===== src/source/icache_params.svh =====
// Cache geometry shared by the package and the RTL
// Ways must be a power of two and at least 2; the line has a power-of-two beat count
// Beats are 64 bits wide, so the byte offset within a beat is fixed at 3 bits

`ifndef ICACHE_PARAMS_SVH
`define ICACHE_PARAMS_SVH

// Associativity
`define ICACHE_WAYS 2
// Sets per way
`define ICACHE_SETS 64
// 64-bit beats per line, burst length is one less
`define ICACHE_LINE_BEATS 4
// Fetch and bus address width
`define ICACHE_ADDR_W 32

`endif

===== src/source/icache_pkg.sv =====
// Types, address field helpers and bus channel structs of the instruction cache
// Field widths follow the geometry macros; byte offset within a beat is 3 bits

`default_nettype none

`include "icache_params.svh"

package icache_pkg;

	localparam int BYTE_OFS_W = 3;
	localparam int BEAT_W = $clog2(`ICACHE_LINE_BEATS);
	localparam int SET_W = $clog2(`ICACHE_SETS);
	localparam int LINE_OFS_W = BYTE_OFS_W + BEAT_W;
	localparam int TAG_W = `ICACHE_ADDR_W - LINE_OFS_W - SET_W;
	// Incrementing burst code
	localparam logic [1:0] BURST_INCR = 2'b01;

	typedef logic [`ICACHE_ADDR_W-1:0] addr_t;
	typedef logic [63:0] word_t;
	typedef logic [SET_W-1:0] set_idx_t;
	typedef logic [BEAT_W-1:0] beat_idx_t;
	typedef logic [TAG_W-1:0] tag_t;
	typedef logic [`ICACHE_WAYS-1:0] way_vec_t;

	typedef enum logic [1:0] {
		ST_IDLE,
		ST_LOOKUP,
		ST_REFILL,
		ST_FENCE
	} icache_state_e;

	// Burst request channel
	typedef struct packed {
		addr_t addr;
		logic [7:0] len;
		logic [1:0] burst;
	} ar_chan_t;

	// Read data beat
	typedef struct packed {
		word_t data;
		logic last;
	} r_beat_t;

	function automatic set_idx_t addr_set(addr_t a);
		return a[LINE_OFS_W +: SET_W];
	endfunction

	function automatic beat_idx_t addr_beat(addr_t a);
		return a[BYTE_OFS_W +: BEAT_W];
	endfunction

	function automatic tag_t addr_tag(addr_t a);
		return a[`ICACHE_ADDR_W-1 -: TAG_W];
	endfunction

	// Line-aligned base of an address
	function automatic addr_t line_base(addr_t a);
		return {a[`ICACHE_ADDR_W-1:LINE_OFS_W], {LINE_OFS_W{1'b0}}};
	endfunction

endpackage

`default_nettype wire


===== src/source/icache_victim_sel.sv =====
// Replacement choice: lowest invalid way, else a pseudo-random way
// The LFSR index uses the low bits, so the way count must be a power of two

`timescale 1ns/1ps
`default_nettype none

`include "icache_params.svh"

module icache_victim_sel import icache_pkg::*; (
	input logic CLK,
	input logic rst_n,
	input way_vec_t valid,
	input logic advance,
	output way_vec_t victim
);

	localparam int WAY_IDX_W = $clog2(`ICACHE_WAYS);
	localparam logic [15:0] LFSR_SEED = 16'hace1;

	logic [15:0] lfsr_q;
	logic feedback;

	// Taps 16, 14, 13, 11 give a maximal sequence
	assign feedback = lfsr_q[15] ^ lfsr_q[13] ^ lfsr_q[12] ^ lfsr_q[10];

	always_ff @(posedge CLK) begin
		if (!rst_n)
			lfsr_q <= LFSR_SEED;
		else if (advance)
			lfsr_q <= {lfsr_q[14:0], feedback};
	end

	always_comb begin
		victim = '0;
		if (&valid) begin
			victim[lfsr_q[WAY_IDX_W-1:0]] = 1'b1;
		end else begin
			// Scan downward so the lowest invalid way is kept
			for (int w = `ICACHE_WAYS - 1; w >= 0; w--) begin
				if (!valid[w])
					victim = way_vec_t'(1) << w;
			end
		end
	end

endmodule

`default_nettype wire


===== config.mk =====
export PLATFORM = sky130hd
export DESIGN_NAME = icache_victim_sel
export DESIGN_NICKNAME = d
export VERILOG_FILES = /design/src/source/icache_pkg.sv /design/src/source/icache_victim_sel.sv
export VERILOG_INCLUDE_DIRS = /design/src /design/src/source
export SDC_FILE = /design/constraint.sdc
export NUM_CORES = 1
export LEC_CHECK = 0
export BUFFER_PORTS_ARGS = -buffer_cell sky130_fd_sc_hd__buf_2
export CAP_MARGIN = 20
export CORE_AREA = 8 8 45 47
export DETAILED_ROUTE_END_ITERATION = 16
export DIE_AREA = 0 0 53 55
export PLACE_DENSITY = 0.8
export SLEW_MARGIN = 15
export SYNTH_ARGS = -nofsm -noshare
export SYNTH_HDL_FRONTEND = slang
export SYNTH_SLANG_ARGS = --single-unit

===== constraint.sdc =====
create_clock -name CLK -period 0.9 [get_ports CLK]
set_input_delay 0.045 -clock CLK [delete_from_list [all_inputs] [get_ports CLK]]
set_output_delay 0.045 -clock CLK [all_outputs]
set_load 0.01 [all_outputs]

==> impl_metrics.yaml <==
die:
  std_cell_rows: 14
  coreArea_mm2: 0.00138
  start_util_pct: 46.7
  die_area_mm2: 0.00292
  ios: 7
  die_h_um: 55
  fp.dieW_um: 53
synth:
  synth_area_per_cell_um2: 11.3
  synth_top_area_share_pct: 49.6
  synth_area_leaders: "dfxtp_1 50%, mux2i_1 23%, nor2b_1 7.8%, nand2_1 4.1%, buf_12 3.1%"
  yosys_warnings: 0
  ys_seq_area_share_pct: 49.6
  synth_cell_types: 13
  netlist_area_um2: 646
  ys_seq_elements: 16
  syn_inst: 57
  syn_nets: 62
  synth_top_area_cell: "dfxtp_1"
sta:
  tightest_slew_ps: 452
  finalSetupViolations: 2
  slew_headroom_pct: 69.9
  skew_ps: 4.27
  finalHoldViolations: 0
  min_period_over_period_pct: 109
  period_needed_ps: 978
  max_freq_ghz: 1.02
  rsz0062_at_grt: "yes"
  setup_ws_ps: -78.1
  finalMaxSlewViolations: 0
clock_network:
  insertion_delay_ps: 280
  cts_tree: "done"
  clkTransAtPathRegs_ps: 90
  cts_root_buf: "clkbuf_4"
  clk_path_buf_depth: 2
  htreeDepth: 1
  cts.sinks: 16
  cts_buffers: 3
critical_path:
  critPathCaptureType: "output pin"
  worstPathRequired_ps: 850
  critPathKind: "register to output pin"
  r2r_start: "lfsr_q[10]"
  crit_arrival_ps: 930
  worst-path-max-fanout: 2
  timing.rr.end: "lfsr_q[0]"
  r2r_cells: 3
  reg2reg_slack_ps: 40
  critPathLaunchType: "register"
placement:
  placed_cell_area_um2: 674
  port_buffers: 6
  dp_worst_setup_slack_ps: -11.4
  routabilityCongestion: 0.643
  dpl.hpwl_um: 680
hold_path:
  hold_class: "primary input to register"
  worstHoldStart: "advance"
  whs_endpoint: "lfsr_q[0]"
  hold_depth: 2
layout:
  reg_top3: "lfsr_q (16)"
  fin_util_pct: 53.6
  largest_reg_flops: 16
  area_growth_pct: 14.9
  final_cell_area_um2: 742
  regMostFlops: "lfsr_q"
  antenna_cells: 0
  drive_gt1_share_pct: 29.4
  nNetsFinal: 74
global_routing:
  overflow: 0
  antenna_found_initial: 0
  grt_pass1_vias: 419
  grt_max_degree: 18
  track_usage_pct: 8.13
  grt_pass1_wl_um: 1700
routing:
  drtIter0Drc: 2
  wl_met1_um: 433
  ant_nets: 0
  avgRoutedWirePerCell_um: 11.4
  highest_layer: "met3"
  num_vias: 375
  finalWirelength_um: 956
  met2_length_um: 483
  drc: 0
  wl_met3_um: 40
  dr.pass1.iters: 2
  vias_per_cell: 4.46
power:
  finalPower_mw: 1.44
  p_leak_nw: 0.343
  p_per_area_mw_per_mm2: 1950
  max-vdd-ir-drop_v: 0.000884
status:
  status: "complete, but fails checks"
  violations: "setup timing"
run:
  drv_cap: 0
==> worst max-delay path by stage <==
| stage | startpoint | to | slack, ps | cells past startpoint |
|---|---|---|---|---|
| final | lfsr_q[0] | victim[0] | -80 | 3 |
| after floorplan | lfsr_q[12] | lfsr_q[0] | 90 | 3 |
| after detailed placement | lfsr_q[15] | lfsr_q[0] | -10 | 3 |
| after global routing | lfsr_q[0] | victim[0] | -140 | 3 |
| after CTS | lfsr_q[0] | victim[0] | -100 | 3 |
| after global placement | lfsr_q[12] | lfsr_q[0] | 50 | 3 |
==> worst max-delay path, cell delays in order, from the launching register on <==
cell     delay (ps)
dfxtp_2         330
o21a_1          170
inv_1            40
buf_2           120
==> metrics by stage <==
| stage | hold slack (ps) | TNS (ps) | std cells |
|---|---|---|---|
| after floorplan | 173 | 0 | 57 |
| after global placement | 272 | 0 | 78 |
| after detailed placement | 280 | -11.4 | 78 |
| after CTS | 213 | -179 | 84 |
| after global routing | 269 | -265 | 84 |
| final | 226 | -132 | 84 |
==> cell usage in the layout (no fill, tap or decap), types with 2 or more instances in the layout <==
| cell type | n |
|---|---|
| mux2i_1 | 15 |
| dfxtp_1 | 11 |
| nor2b_1 | 8 |
| nand2_1 | 7 |
| buf_2 | 6 |
| dfxtp_2 | 5 |
| clkbuf_4 | 3 |
| buf_4 | 3 |
| inv_1 | 2 |
| xnor2_2 | 2 |
==> power by group <==
group	switching, mW	internal (mW)	total, mW
Sequential	0.0343	0.763	0.797
Combinational	0.0768	0.109	0.186
Clock	0.216	0.246	0.461
Total	0.327	1.12	1.44
==> repair_timing <==
action	4_1_cts	5_1_grt
buffers inserted	1	0
setup endpoints to repair	3	3
gates resized for setup	2	4
pin swaps	1	2
endpoints found under the hold margin	1	0
hold buffers	1	0
==> synthesized netlist by cell type <==
cell type / instances
mux2i_1: 15
nor2b_1: 8
buf_2: 1
dfxtp_1: 16
nor3b_1: 1
o21a_1: 1
a31oi_1: 1
buf_12: 1
xnor2_2: 1
xnor2_1: 2
inv_1: 2
buf_6: 1
nand2_1: 7
==> cell families (layout without fill, tap and decap cells) <==
logic type / after synthesis / count (layout) / share of synthesized area (%)
AND/OR/NAND/NOR: 16 / 16 / 13.0
flip-flops: 16 / 16 / 49.6
XOR/XNOR: 3 / 3 / 5.23
AO/OA/AOI/OAI: 2 / 2 / 2.13
multiplexers: 15 / 15 / 23.3
buffers and inverters: 5 / 16 / 6.78
==> cell type report <==
class	count	area, µm²
tap	16	20.0
sequential	16	327
clock buffer	4	36.3
timing repair buffer	10	62.6
inverter	2	7.51
fill	128	642
multi-input combinational	36	289
==> layer usage <==
metal,vias to the layer above,global-route usage [%]
met5,-,0
met4,0,6.47
met3,0,2.41
met2,3,13.9
met1,165,8.18
li1,207,-
Power figures use the tool's default switching activity.
