### config.mk
export PLATFORM = sky130hd
export DESIGN_NAME = icache_ctrl
export DESIGN_NICKNAME = d
export VERILOG_FILES = /design/src/source/icache_pkg.sv /design/src/source/icache_ctrl.sv
export VERILOG_INCLUDE_DIRS = /design/src /design/src/source
export SDC_FILE = /design/constraint.sdc
export NUM_CORES = 1
export LEC_CHECK = 0
export BUFFER_PORTS_ARGS = -buffer_cell sky130_fd_sc_hd__buf_4
export CAP_MARGIN = 10
export CORE_UTILIZATION = 37
export CTS_BUF_LIST = sky130_fd_sc_hd__clkbuf_8
export DETAILED_ROUTE_END_ITERATION = 8
export PLACE_DENSITY = 0.94
export SETUP_SLACK_MARGIN = 0.1
export SYNTH_ARGS = -nofsm -noshare
export SYNTH_HDL_FRONTEND = slang
export SYNTH_SLANG_ARGS = --single-unit
export TNS_END_PERCENT = 20
### constraint.sdc
create_clock -name CLK -period 5.1 [get_ports CLK]
set_clock_uncertainty 0.2 [all_clocks]
set_input_delay 0.255 -clock CLK [delete_from_list [all_inputs] [get_ports CLK]]
set_output_delay 0.255 -clock CLK [all_outputs]
set_load 0.005 [all_outputs]
### src/source/icache_params.svh
// Cache geometry shared by the package and the RTL
// Ways must be a power of two and at least 2; the line has a power-of-two beat count
// Beats are 64 bits wide, so the byte offset within a beat is fixed at 3 bits

`ifndef ICACHE_PARAMS_SVH
`define ICACHE_PARAMS_SVH

// Associativity
`define ICACHE_WAYS 2
// Sets per way
`define ICACHE_SETS 64
// 64-bit beats per line, burst length is one less
`define ICACHE_LINE_BEATS 4
// Fetch and bus address width
`define ICACHE_ADDR_W 32

`endif
### src/source/icache_pkg.sv
// Types, address field helpers and bus channel structs of the instruction cache
// Field widths follow the geometry macros; byte offset within a beat is 3 bits

`default_nettype none

`include "icache_params.svh"

package icache_pkg;

	localparam int BYTE_OFS_W = 3;
	localparam int BEAT_W = $clog2(`ICACHE_LINE_BEATS);
	localparam int SET_W = $clog2(`ICACHE_SETS);
	localparam int LINE_OFS_W = BYTE_OFS_W + BEAT_W;
	localparam int TAG_W = `ICACHE_ADDR_W - LINE_OFS_W - SET_W;
	// Incrementing burst code
	localparam logic [1:0] BURST_INCR = 2'b01;

	typedef logic [`ICACHE_ADDR_W-1:0] addr_t;
	typedef logic [63:0] word_t;
	typedef logic [SET_W-1:0] set_idx_t;
	typedef logic [BEAT_W-1:0] beat_idx_t;
	typedef logic [TAG_W-1:0] tag_t;
	typedef logic [`ICACHE_WAYS-1:0] way_vec_t;

	typedef enum logic [1:0] {
		ST_IDLE,
		ST_LOOKUP,
		ST_REFILL,
		ST_FENCE
	} icache_state_e;

	// Burst request channel
	typedef struct packed {
		addr_t addr;
		logic [7:0] len;
		logic [1:0] burst;
	} ar_chan_t;

	// Read data beat
	typedef struct packed {
		word_t data;
		logic last;
	} r_beat_t;

	function automatic set_idx_t addr_set(addr_t a);
		return a[LINE_OFS_W +: SET_W];
	endfunction

	function automatic beat_idx_t addr_beat(addr_t a);
		return a[BYTE_OFS_W +: BEAT_W];
	endfunction

	function automatic tag_t addr_tag(addr_t a);
		return a[`ICACHE_ADDR_W-1 -: TAG_W];
	endfunction

	// Line-aligned base of an address
	function automatic addr_t line_base(addr_t a);
		return {a[`ICACHE_ADDR_W-1:LINE_OFS_W], {LINE_OFS_W{1'b0}}};
	endfunction

endpackage

`default_nettype wire

### src/source/icache_ctrl.sv
// Instruction cache controller: lookup, single-burst refill and fence
// req_addr must stay stable from req_valid until req_ready
// The response is a one-cycle pulse with no back-pressure; bus errors are ignored

`timescale 1ns/1ps
`default_nettype none

`include "icache_params.svh"

module icache_ctrl import icache_pkg::*; (
	input logic CLK,
	input logic rst_n,
	// Fetch side
	input logic req_valid,
	input addr_t req_addr,
	output logic req_ready,
	output logic rsp_valid,
	input logic fence,
	output logic fence_end,
	// Bus side
	output logic ar_valid,
	input logic ar_ready,
	output ar_chan_t ar,
	input logic r_valid,
	output logic r_ready,
	input r_beat_t r,
	// Tag array
	output logic tag_rd,
	output logic tag_wr,
	output logic clear_all,
	input way_vec_t hit,
	// Data array
	output logic data_rd,
	output logic data_wr,
	output way_vec_t fill_way,
	output beat_idx_t fill_beat,
	output logic use_refill,
	// Victim selector
	input way_vec_t victim,
	output logic lfsr_advance
);

	icache_state_e state_q, state_d;
	way_vec_t way_q;
	beat_idx_t beat_q;
	addr_t line_addr_q;
	logic sent_q;
	logic any_hit, miss, ar_fire, r_fire, crit_beat, start;

	assign any_hit = |hit;
	assign miss = (state_q == ST_LOOKUP) && !any_hit;
	assign ar_fire = ar_valid && ar_ready;
	assign r_fire = (state_q == ST_REFILL) && r_valid && r_ready;
	// Requested doubleword arrives, forwarded only once per refill
	assign crit_beat = r_fire && (beat_q == addr_beat(req_addr)) && !sent_q;
	// Fence wins over a pending request
	assign start = (state_q == ST_IDLE) && req_valid && !fence;

	always_comb begin
		state_d = state_q;
		case (state_q)
			ST_IDLE: begin
				if (fence)
					state_d = ST_FENCE;
				else if (req_valid)
					state_d = ST_LOOKUP;
			end
			ST_LOOKUP: state_d = any_hit ? ST_IDLE : ST_REFILL;
			ST_REFILL: begin
				if (r_fire && r.last)
					state_d = ST_IDLE;
			end
			ST_FENCE: state_d = ST_IDLE;
			default: state_d = ST_IDLE;
		endcase
	end

	always_ff @(posedge CLK) begin
		if (!rst_n) begin
			state_q <= ST_IDLE;
			ar_valid <= 1'b0;
			r_ready <= 1'b0;
			way_q <= '0;
			beat_q <= '0;
			sent_q <= 1'b0;
		end else begin
			state_q <= state_d;
			// Request flag held until the bus accepts it
			if (miss)
				ar_valid <= 1'b1;
			else if (ar_fire)
				ar_valid <= 1'b0;
			// Data flag dropped on the last beat
			if (miss)
				r_ready <= 1'b1;
			else if (r_fire && r.last)
				r_ready <= 1'b0;
			if (miss) begin
				way_q <= victim;
				beat_q <= '0;
				sent_q <= 1'b0;
			end else if (r_fire) begin
				beat_q <= beat_q + beat_idx_t'(1);
				if (crit_beat)
					sent_q <= 1'b1;
			end
		end
	end

	// Line address kept for the whole refill, fetch side may move on
	always_ff @(posedge CLK) begin
		if (miss)
			line_addr_q <= line_base(req_addr);
	end

	assign ar = '{addr: line_addr_q, len: 8'(`ICACHE_LINE_BEATS - 1), burst: BURST_INCR};

	// Hit answers in lookup, miss answers with the critical beat
	assign rsp_valid = ((state_q == ST_LOOKUP) && any_hit) || crit_beat;
	assign req_ready = rsp_valid;

	assign tag_rd = start;
	assign data_rd = start;
	assign tag_wr = miss;
	// Victim picked in lookup, latched way used for the beats
	assign fill_way = (state_q == ST_LOOKUP) ? victim : way_q;
	assign data_wr = r_fire;
	assign fill_beat = beat_q;
	assign use_refill = (state_q == ST_REFILL);
	assign lfsr_advance = (state_q == ST_LOOKUP);

	// Fence lasts one cycle
	assign clear_all = (state_q == ST_FENCE);
	assign fence_end = (state_q == ST_FENCE);

endmodule

`default_nettype wire

==> results.yml, run 1 <==
run_status:
  status: "finished, final reports clean"
worst_hold_path:
  hold_path_class: "input pin to flip-flop"
layout:
  final_net_count: 313
  fillers: 264
  antenna-diode-count: 0
  mostFrequentLayoutCells: "buf_4 (83), dlygate4sd3_1 (27), edfxtp_1 (27)"
  fin_cells: 255
  final_common_cell: "buf_4"
  drive_above_1_share_pct: 45.4
  area_delta_synth_final_pct: 66.7
placement:
  dp_hpwl_mm: 2.26
  dpl.cell_count: 220
  gp_congestion: 0.726
  place_ws_ns: 3.13
  portBuffers: 82
route:
  via_per_inst: 4.38
  drc: 0
  drt_wl_total_mm: 3.72
  drt_first_pass_iters: 4
  drt_iter0_drc: 49
  vias: 1117
  drtAntennaViolNets: 0
  wl_per_cell_um: 14.6
run:
  maxCapViolCount: 0
sta:
  hold_viol: 0
  min_period_over_period_pct: 44.7
  rsz0062_at_grt: "no"
  drv_slew: 0
  fmax_ghz: 0.438
  setup_viol: 0
  fin_tns_setup_ns: 0
  hold_slack_ns: 0.0270
  min_period_ns: 2.28
  worst_slack_ns: 2.82
yosys:
  yosysUniqueCellTypes: 24
  syn_inst: 95
  ys_seq_area_share_pct: 70.1
  synth_seq_cells: 36
  synthesis.area_um2: 1410
  syn_avg_cell_area_um2: 14.9
  yosysWarnings: 0
die:
  die_h_um: 63.8
  num_rows: 22
  initial_core_util_pct: 38.6
  dieArea_um2: 4070
  coreArea_um2: 3660
  pin_count: 165
  die_w_um: 63.8
global_route:
  grt_pass1_vias: 1073
  grt.overflow.total: 0
  grt_max_degree: 30
  grt_usage_pct: 18.9
  antenna_found_initial: 0
  grt_pass1_wl_mm: 5.40
clock_network:
  cts-buffers-inserted: 5
  clock_latency_ns: 0.28
  h-tree-depth: 2
  cts.repair.resized: 0
  root_buffer: "clkbuf_8"
  clock-sinks: 36
  cts_tree: "yes"
  clk_pin_slew_ns: 0.07
  clockBufferDepth: 2
setup_path:
  arrival_ns: 1.83
  path_cells: "nor4b_4 > buf_4 > buf_4"
  end_kind: "primary output"
  rrSetupSlack_ns: 3.16
  cp_common_cell: "buf_4"
  critPathSlowestCell: "nor4b_4"
  cp_max_fo: 29
  setup.worst_path.class: "flip-flop to primary output"
  required_ns: 4.64
  crit_path_max_incr_delay_ns: 0.50
  cp-start-kind: "flip-flop"
power:
  p_leak_nw: 1.01
  vdd_drop_max_mv: 0.121
  cellPowerDensity_nw_per_um2: 255
  p_total_uw: 602
[synthesized netlist by cell type]
cell      instances  area, um2
a21oi_1           4       20.0
a41oi_1           1       8.76
and2_1            1       6.26
buf_4            18        135
buf_6             1       11.3
conb_1            2       7.51
dfxtp_1           9        180
edfxtp_1         27        811
inv_1             3       11.3
mux2_2            2       22.5
mux2i_1           2       20.0
nand2_1           2       7.51
nand2b_1          1       6.26
nand3_1           1       5.00
nand4b_1          2       17.5
nor2_1            1       3.75
nor2b_1           6       37.5
nor4b_1           2       17.5
nor4b_4           1       23.8
o21a_1            2       15.0
o21ai_0           3       15.0
o21bai_1          1       7.51
or3_1             1       6.26
xnor2_1           2       17.5
[kinds of logic (layout without fill, tap and decap cells)]
logic type	Yosys count	count (layout)	synth area share, %
AO/OA/AOI/OAI	11	11	4.69
multiplexers	4	4	3.01
other	2	15	0.531
XOR/XNOR	2	2	1.24
flip-flops	36	36	70.1
AND/OR/NAND/NOR	18	18	9.29
buffers and inverters	22	121	11.2
[cell type report]
| cell class | count | area (um2) | area share [%] |
|---|---|---|---|
| Multi-Input combinational cell | 50 | 314 | 13.3 |
| Clock buffer | 5 | 68.8 | 2.92 |
| Sequential cell | 36 | 991 | 42.0 |
| Tap cell | 48 | 60.1 | 2.55 |
| Clock inverter | 3 | 18.8 | 0.796 |
| Inverter | 3 | 11.3 | 0.478 |
| Timing Repair Buffer | 110 | 893 | 37.9 |
[where the power goes]
group	leakage (nW)	total, mW	switching [mW]	internal, mW
registers	0.317	0.328	0.00575	0.322
logic	0.643	0.0785	0.0270	0.0515
clock network	0.0479	0.196	0.101	0.0951
total	1.01	0.602	0.133	0.468
[worst max-delay path: cells and delay by family (launching register included)]
family | cells | cell delay [ns]
buffers and inverters | 2 | 0.61
flip-flops | 1 | 0.42
AND/OR/NAND/NOR | 1 | 0.50
[registers in the layout, summed over array words and instances (netlist names)]
name	flops
ar_valid	1
fill_beat	2
line_addr_q	27
state_q	2
r_ready	1
way_q	2
sent_q	1
[repair_timing]
item	4_1_cts	5_1_grt
hold buffers	27	0
hold endpoints to repair	27	0
setup buffers	0	0
[through the flow]
step           cell area (um2)  utilization (%)
3_5_place_dp              2000             54.6
5_1_grt                   2360             64.4
2_1_floorplan             1460                -
3_3_place_gp              2000             54.6
6_report                  2360             64.4
4_1_cts                   2360             64.4
[per-layer routing]
metal / wire (um) / global-route usage (%) / up-vias
met2: 1980 / 34.8 / 79
met3: 317 / 6.43 / 5
met1: 1370 / 19.6 / 509
met4: 50 / 6.82 / 0
li1: - / - / 524
met5: 0 / 0 / -
[path summary, 6_finish.rpt]
path                        to       start  cells after the start
hold / removal      state_q[1]       rst_n                      2
setup reg to reg  fill_beat[1]  state_q[1]                      4
hold reg to reg         sent_q      sent_q                      2
setup / recovery        tag_wr  state_q[1]                      3
Note: power is estimated with default switching activity, not from simulation.
==> run 2: changes to the inputs <==
- ABC_AREA: default -> 1
- CORE_UTILIZATION: 37 -> 35
- PLACE_DENSITY: 0.94 -> 0.89
- clock period: 5.1 -> 2.35 ns (I/O delays scaled with it)
==> run 2 against run 1 <==
  * Combinational power increased to 2.6 times the previous value
  * Critical path depth is 2 higher
  * Highest routed layer unchanged
  * Clock power grew to 2.6 times the previous value
  * Largest power group unchanged
==> results.yml, run 2 <==
run_status:
  status: "finished, final reports clean"
route:
  drt_iter0_drc: 99
  via_per_inst: 4.20
  drc: 0
  wl_per_cell_um: 12.4
  drt_first_pass_iters: 4
  drt_wl_total_mm: 3.59
  drtAntennaViolNets: 0
  vias: 1218
yosys:
  synthesis.area_um2: 1460
  yosysWarnings: 0
  syn_avg_cell_area_um2: 12.4
  synth.area.top_cells: "edfxtp_1 (56%), dfxtp_1 (12%), buf_4 (9.3%)"
  synth_common_cells: "edfxtp_1 (27), buf_4 (18), nand2_1 (18)"
  synth_seq_cells: 36
  synth_top_area_share_pct: 55.6
  ys_seq_area_share_pct: 68.0
  yosysTopAreaCell: "edfxtp_1"
  synth_edf_count: 27
  synthFlopType: "edfxtp_1"
  async_reset_ff_share_pct: 0
  yosysUniqueCellTypes: 19
  yosysMostFrequentCell: "edfxtp_1"
  syn_inst: 118
clock_network:
  clock-sinks: 36
  h-tree-depth: 2
  root_buffer: "clkbuf_8"
  cts_setup_buffers: 0
  clockBufferDepth: 2
  clk_pin_slew_ns: 0.07
  cts-buffers-inserted: 5
  clock_latency_ns: 0.28
  cts_tree: "yes"
global_route:
  antenna_found_initial: 0
  grt_usage_pct: 17.3
  grt_pass1_wl_mm: 5.37
  grt_pass1_vias: 1183
  grt.overflow.total: 0
  grt_max_degree: 31
die:
  pin_count: 165
  coreArea_um2: 4000
  die_h_um: 66.5
  initial_core_util_pct: 36.4
  die_w_um: 66.5
  dieArea_um2: 4430
  num_rows: 23
layout:
  area_delta_synth_final_pct: 73.4
  antenna-diode-count: 0
  drive_above_1_share_pct: 43.8
  largest_register_ff_count: 27
  final_net_count: 346
  regMostFlops: "line_addr_q"
  mostFrequentLayoutCells: "buf_4 (82), dlygate4sd3_1 (37), edfxtp_1 (27)"
  final_common_cell: "buf_4"
  fin_area_um2: 2530
worst_hold_path:
  hold_path_class: "input pin to flip-flop"
  whs_path_depth: 6
sta:
  tightest_slew_ns: 0.611
  rsz0062_at_grt: "no"
  setup_viol: 0
  fmax_ghz: 0.485
  hold_viol: 0
  fin_tns_setup_ns: 0
  slew_headroom_pct: 59.2
  drv_slew: 0
  min_period_over_period_pct: 87.8
  min_period_ns: 2.06
placement:
  gp_congestion: 0.731
  dp_hpwl_mm: 2.29
  place_area_um2: 2050
  portBuffers: 82
run:
  maxCapViolCount: 0
setup_path:
  cp_max_fo: 30
  arrival_ns: 1.74
  cp-start-kind: "flip-flop"
  setup.worst_path.class: "flip-flop to primary output"
  required_ns: 2.03
  worst_r2r_path_depth: 6
  end_kind: "primary output"
power:
  vdd_drop_max_mv: 0.272
  cellPowerDensity_nw_per_um2: 567
  p_leak_nw: 1.17
==> run 2: area by class of cell <==
type | count | area [um2]
clock buffers | 5 | 68.8
clock inverters | 3 | 38.8
fillers | 293 | 1470
inverters | 15 | 57.6
multi-input cells | 62 | 323
flip-flops and latches | 36 | 991
well taps | 50 | 62.6
repair buffers | 119 | 986
==> run 2: power by group <==
part / leakage, nW / internal [mW] / switching [mW]
Sequential: 0.318 / 0.701 / 0.0109
Combinational: 0.794 / 0.125 / 0.0775
Clock: 0.0593 / 0.310 / 0.207
Total: 1.17 / 1.14 / 0.295
==> run 2: metrics by stage <==
step	util [%]	instances	worst slack [ns]	hold slack [ns]	power (mW)
2_1_floorplan	-	131	0.728	0.0164	0.800
3_3_place_gp	51.2	245	0.571	0.0955	0.870
3_5_place_dp	51.2	245	0.519	0.0970	0.875
4_1_cts	63.2	290	0.253	0.0490	1.44
5_1_grt	63.2	290	0.115	0.0762	1.49
6_report	63.2	290	0.288	0.0591	1.43
==> run 2: layer usage <==
| metal | global-route usage (%) | vias to the layer above | routed length, um |
|---|---|---|---|
| met2 | 30.2 | 75 | 1800 |
| li1 | - | 592 | - |
| met3 | 5.14 | 4 | 360 |
| met5 | 0 | - | 0 |
| met4 | 9.31 | 0 | 47 |
| met1 | 18.8 | 547 | 1390 |
==> run 2: final timing paths <==
path,from,endpoint,slack [ns]
worst max-delay path,state_q[0],tag_wr,0.29
worst min-delay path,req_addr[3],sent_q,0.06
worst max register to register,state_q[1],state_q[1],0.52
worst min register to register,way_q[0],way_q[0],0.27
==> run 2: worst max-delay path, cell delays in order, from the launching register on <==
cell and delay [ns]:
dfxtp_1 0.43, inv_2 0.08, nor2_4 0.18, nand2_4 0.09, inv_2 0.46, buf_4 0.22
==> run 2: cell families (layout without fill, tap and decap cells) <==
group	Yosys count	in the layout	synth area share, %
flops	36	36	68.0
compound gates	12	12	5.24
buf+inv	33	142	13.2
xor+xnor	1	1	0.601
simple gates	34	34	12.4
other cells	2	15	0.515
==> run 2: timing repair <==
action | 4_1_cts | 5_1_grt
resized for setup | 0 | 0
hold buffers | 37 | 0
hold endpoints to repair | 36 | 0
==> run 3: changes to the inputs <==
==> constraint.sdc (replaced) <==
create_clock -name CLK -period 2.35 [get_ports CLK]
set_clock_uncertainty 0.2 [all_clocks]
set_input_delay 0 -clock CLK [delete_from_list [all_inputs] [get_ports CLK]]
set_output_delay 0 -clock CLK [all_outputs]
set_load 0.005 [all_outputs]
==> run 3 against run 2 <==
  * Worst hold slack lost 0.045 ns
  * Routed wire length is 0.97% higher
  * Clock power about the same
  * Worst setup slack better by 0.13 ns
  * Sequential cell count stayed put
  * Die area unchanged
  * Via count up 0.57%
  * Power up 0.11%
==> results.yml, run 3 (synthesized netlist as in run 2, its figures left out) <==
die:
  initial_core_util_pct: 36.4
  die_h_um: 66.5
  num_rows: 23
  pin_count: 165
  coreArea_um2: 4000
  dieArea_um2: 4430
  die_w_um: 66.5
route:
  wl_met3_um: 361
  met2_length_mm: 1.83
  top_layer: "met4"
  drt_first_pass_iters: 4
  drc: 0
  vias: 1225
  wl_met1_mm: 1.38
  drt_wl_total_mm: 3.63
  wl_per_cell_um: 12.3
  via_per_inst: 4.17
  drtAntennaViolNets: 0
  drt_iter0_drc: 77
sta:
  rsz0062_at_grt: "no"
  slew_headroom_pct: 60.0
  min_period_ns: 1.93
  tightest_slew_ns: 0.599
  min_period_over_period_pct: 82.0
  hold_viol: 0
  fin_tns_setup_ns: 0
  drv_slew: 0
  fmax_ghz: 0.519
  hold_slack_ns: 0.0137
  setup_viol: 0
global_route:
  grt.overflow.total: 0
  grt_pass1_wl_mm: 5.49
  grt_pass1_vias: 1218
  grt_usage_pct: 17.7
  antenna_found_initial: 0
  grt_max_degree: 31
setup_path:
  rrSetupSlack_ns: 0.55
  end_kind: "primary output"
  cp-start-kind: "flip-flop"
  required_ns: 2.15
  cp_max_fo: 30
  setup.worst_path.class: "flip-flop to primary output"
  timing.rr.start: "state_q[0]"
  arrival_ns: 1.73
  worst_r2r_path_depth: 4
  r2r_end: "line_addr_q[9]"
layout:
  final_common_cell: "buf_4"
  fillers: 284
  regMostFlops: "line_addr_q"
  drive_above_1_share_pct: 43.0
  largest_register_ff_count: 27
  antenna-diode-count: 0
  mostFrequentLayoutCells: "buf_4 (82), dlygate4sd3_1 (41), edfxtp_1 (27)"
  fin_area_um2: 2570
  area_delta_synth_final_pct: 76.1
  final_net_count: 350
  regArea_um2: 991
  final_util_pct: 64.2
  multi_input_area_um2: 323
clock_network:
  root_buffer: "clkbuf_8"
  cts.repair.resized: 0
  clock_latency_ns: 0.28
  cts-buffers-inserted: 5
  ctsHoldBuffers: 41
  clk_pin_slew_ns: 0.07
  clock-sinks: 36
  cts_setup_buffers: 0
  clockBufferDepth: 2
  h-tree-depth: 2
  cts_tree: "yes"
placement:
  dp_hpwl_mm: 2.29
  place_area_um2: 2050
  portBuffers: 82
  gp_congestion: 0.731
worst_hold_path:
  whs_path_depth: 6
  hold_path_class: "input pin to flip-flop"
  min_from: "req_addr[4]"
  hold_end: "sent_q"
power:
  cellPowerDensity_nw_per_um2: 558
  p_total_mw: 1.43
  p_leak_nw: 1.18
  vdd_drop_max_mv: 0.272
run_status:
  status: "finished, final reports clean"
run:
  maxCapViolCount: 0
[run 3: changes by cell type in the layout (fill, tap and decap cells not counted), sizes merged]
cell,before,now
dlygate4sd3,37,41
[run 3: cell type report]
| type | instances | share of cell area, % |
|---|---|---|
| inverter | 15 | 2.24 |
| timing repair buffer | 123 | 40.0 |
| tap | 50 | 2.44 |
| sequential | 36 | 38.6 |
| multi-input combinational | 62 | 12.6 |
| clock buffer | 5 | 2.68 |
| clock inverter | 3 | 1.51 |
[run 3: power by group]
part | switching [mW] | internal, mW | total (mW)
Sequential | 0.0107 | 0.701 | 0.712
Clock | 0.205 | 0.310 | 0.515
Combinational | 0.0780 | 0.128 | 0.206
Total | 0.294 | 1.14 | 1.43
[run 3: worst max path at each step]
stage	slack, ns	end	from
final	0.42	tag_wr	state_q[0]
after global routing	0.24	tag_wr	state_q[0]
after CTS	0.38	tag_wr	state_q[0]
after detailed placement	0.52	line_addr_q[23]	state_q[0]
after global placement	0.57	line_addr_q[14]	state_q[0]
after floorplan	0.73	line_addr_q[10]	state_q[0]
[run 3: metrics by stage]
| stage | worst slack, ns | instances |
|---|---|---|
| global route | 0.236 | 294 |
| detailed placement | 0.519 | 245 |
| finish | 0.422 | 294 |
| global placement | 0.571 | 245 |
| floorplan | 0.728 | 131 |
| CTS | 0.376 | 294 |
[run 3: layer usage]
metal  track usage, %  vias up
li1                 -      600
met1             18.9      544
met2             31.4       77
met3             5.14        4
met4             9.31        0
met5                0        -
[run 3: worst max-delay path, cell delays in order (launching register included)]
cell and delay (ns):
dfxtp_1 0.43, inv_2 0.08, nor2_4 0.18, nand2_4 0.09, inv_2 0.45, buf_4 0.22
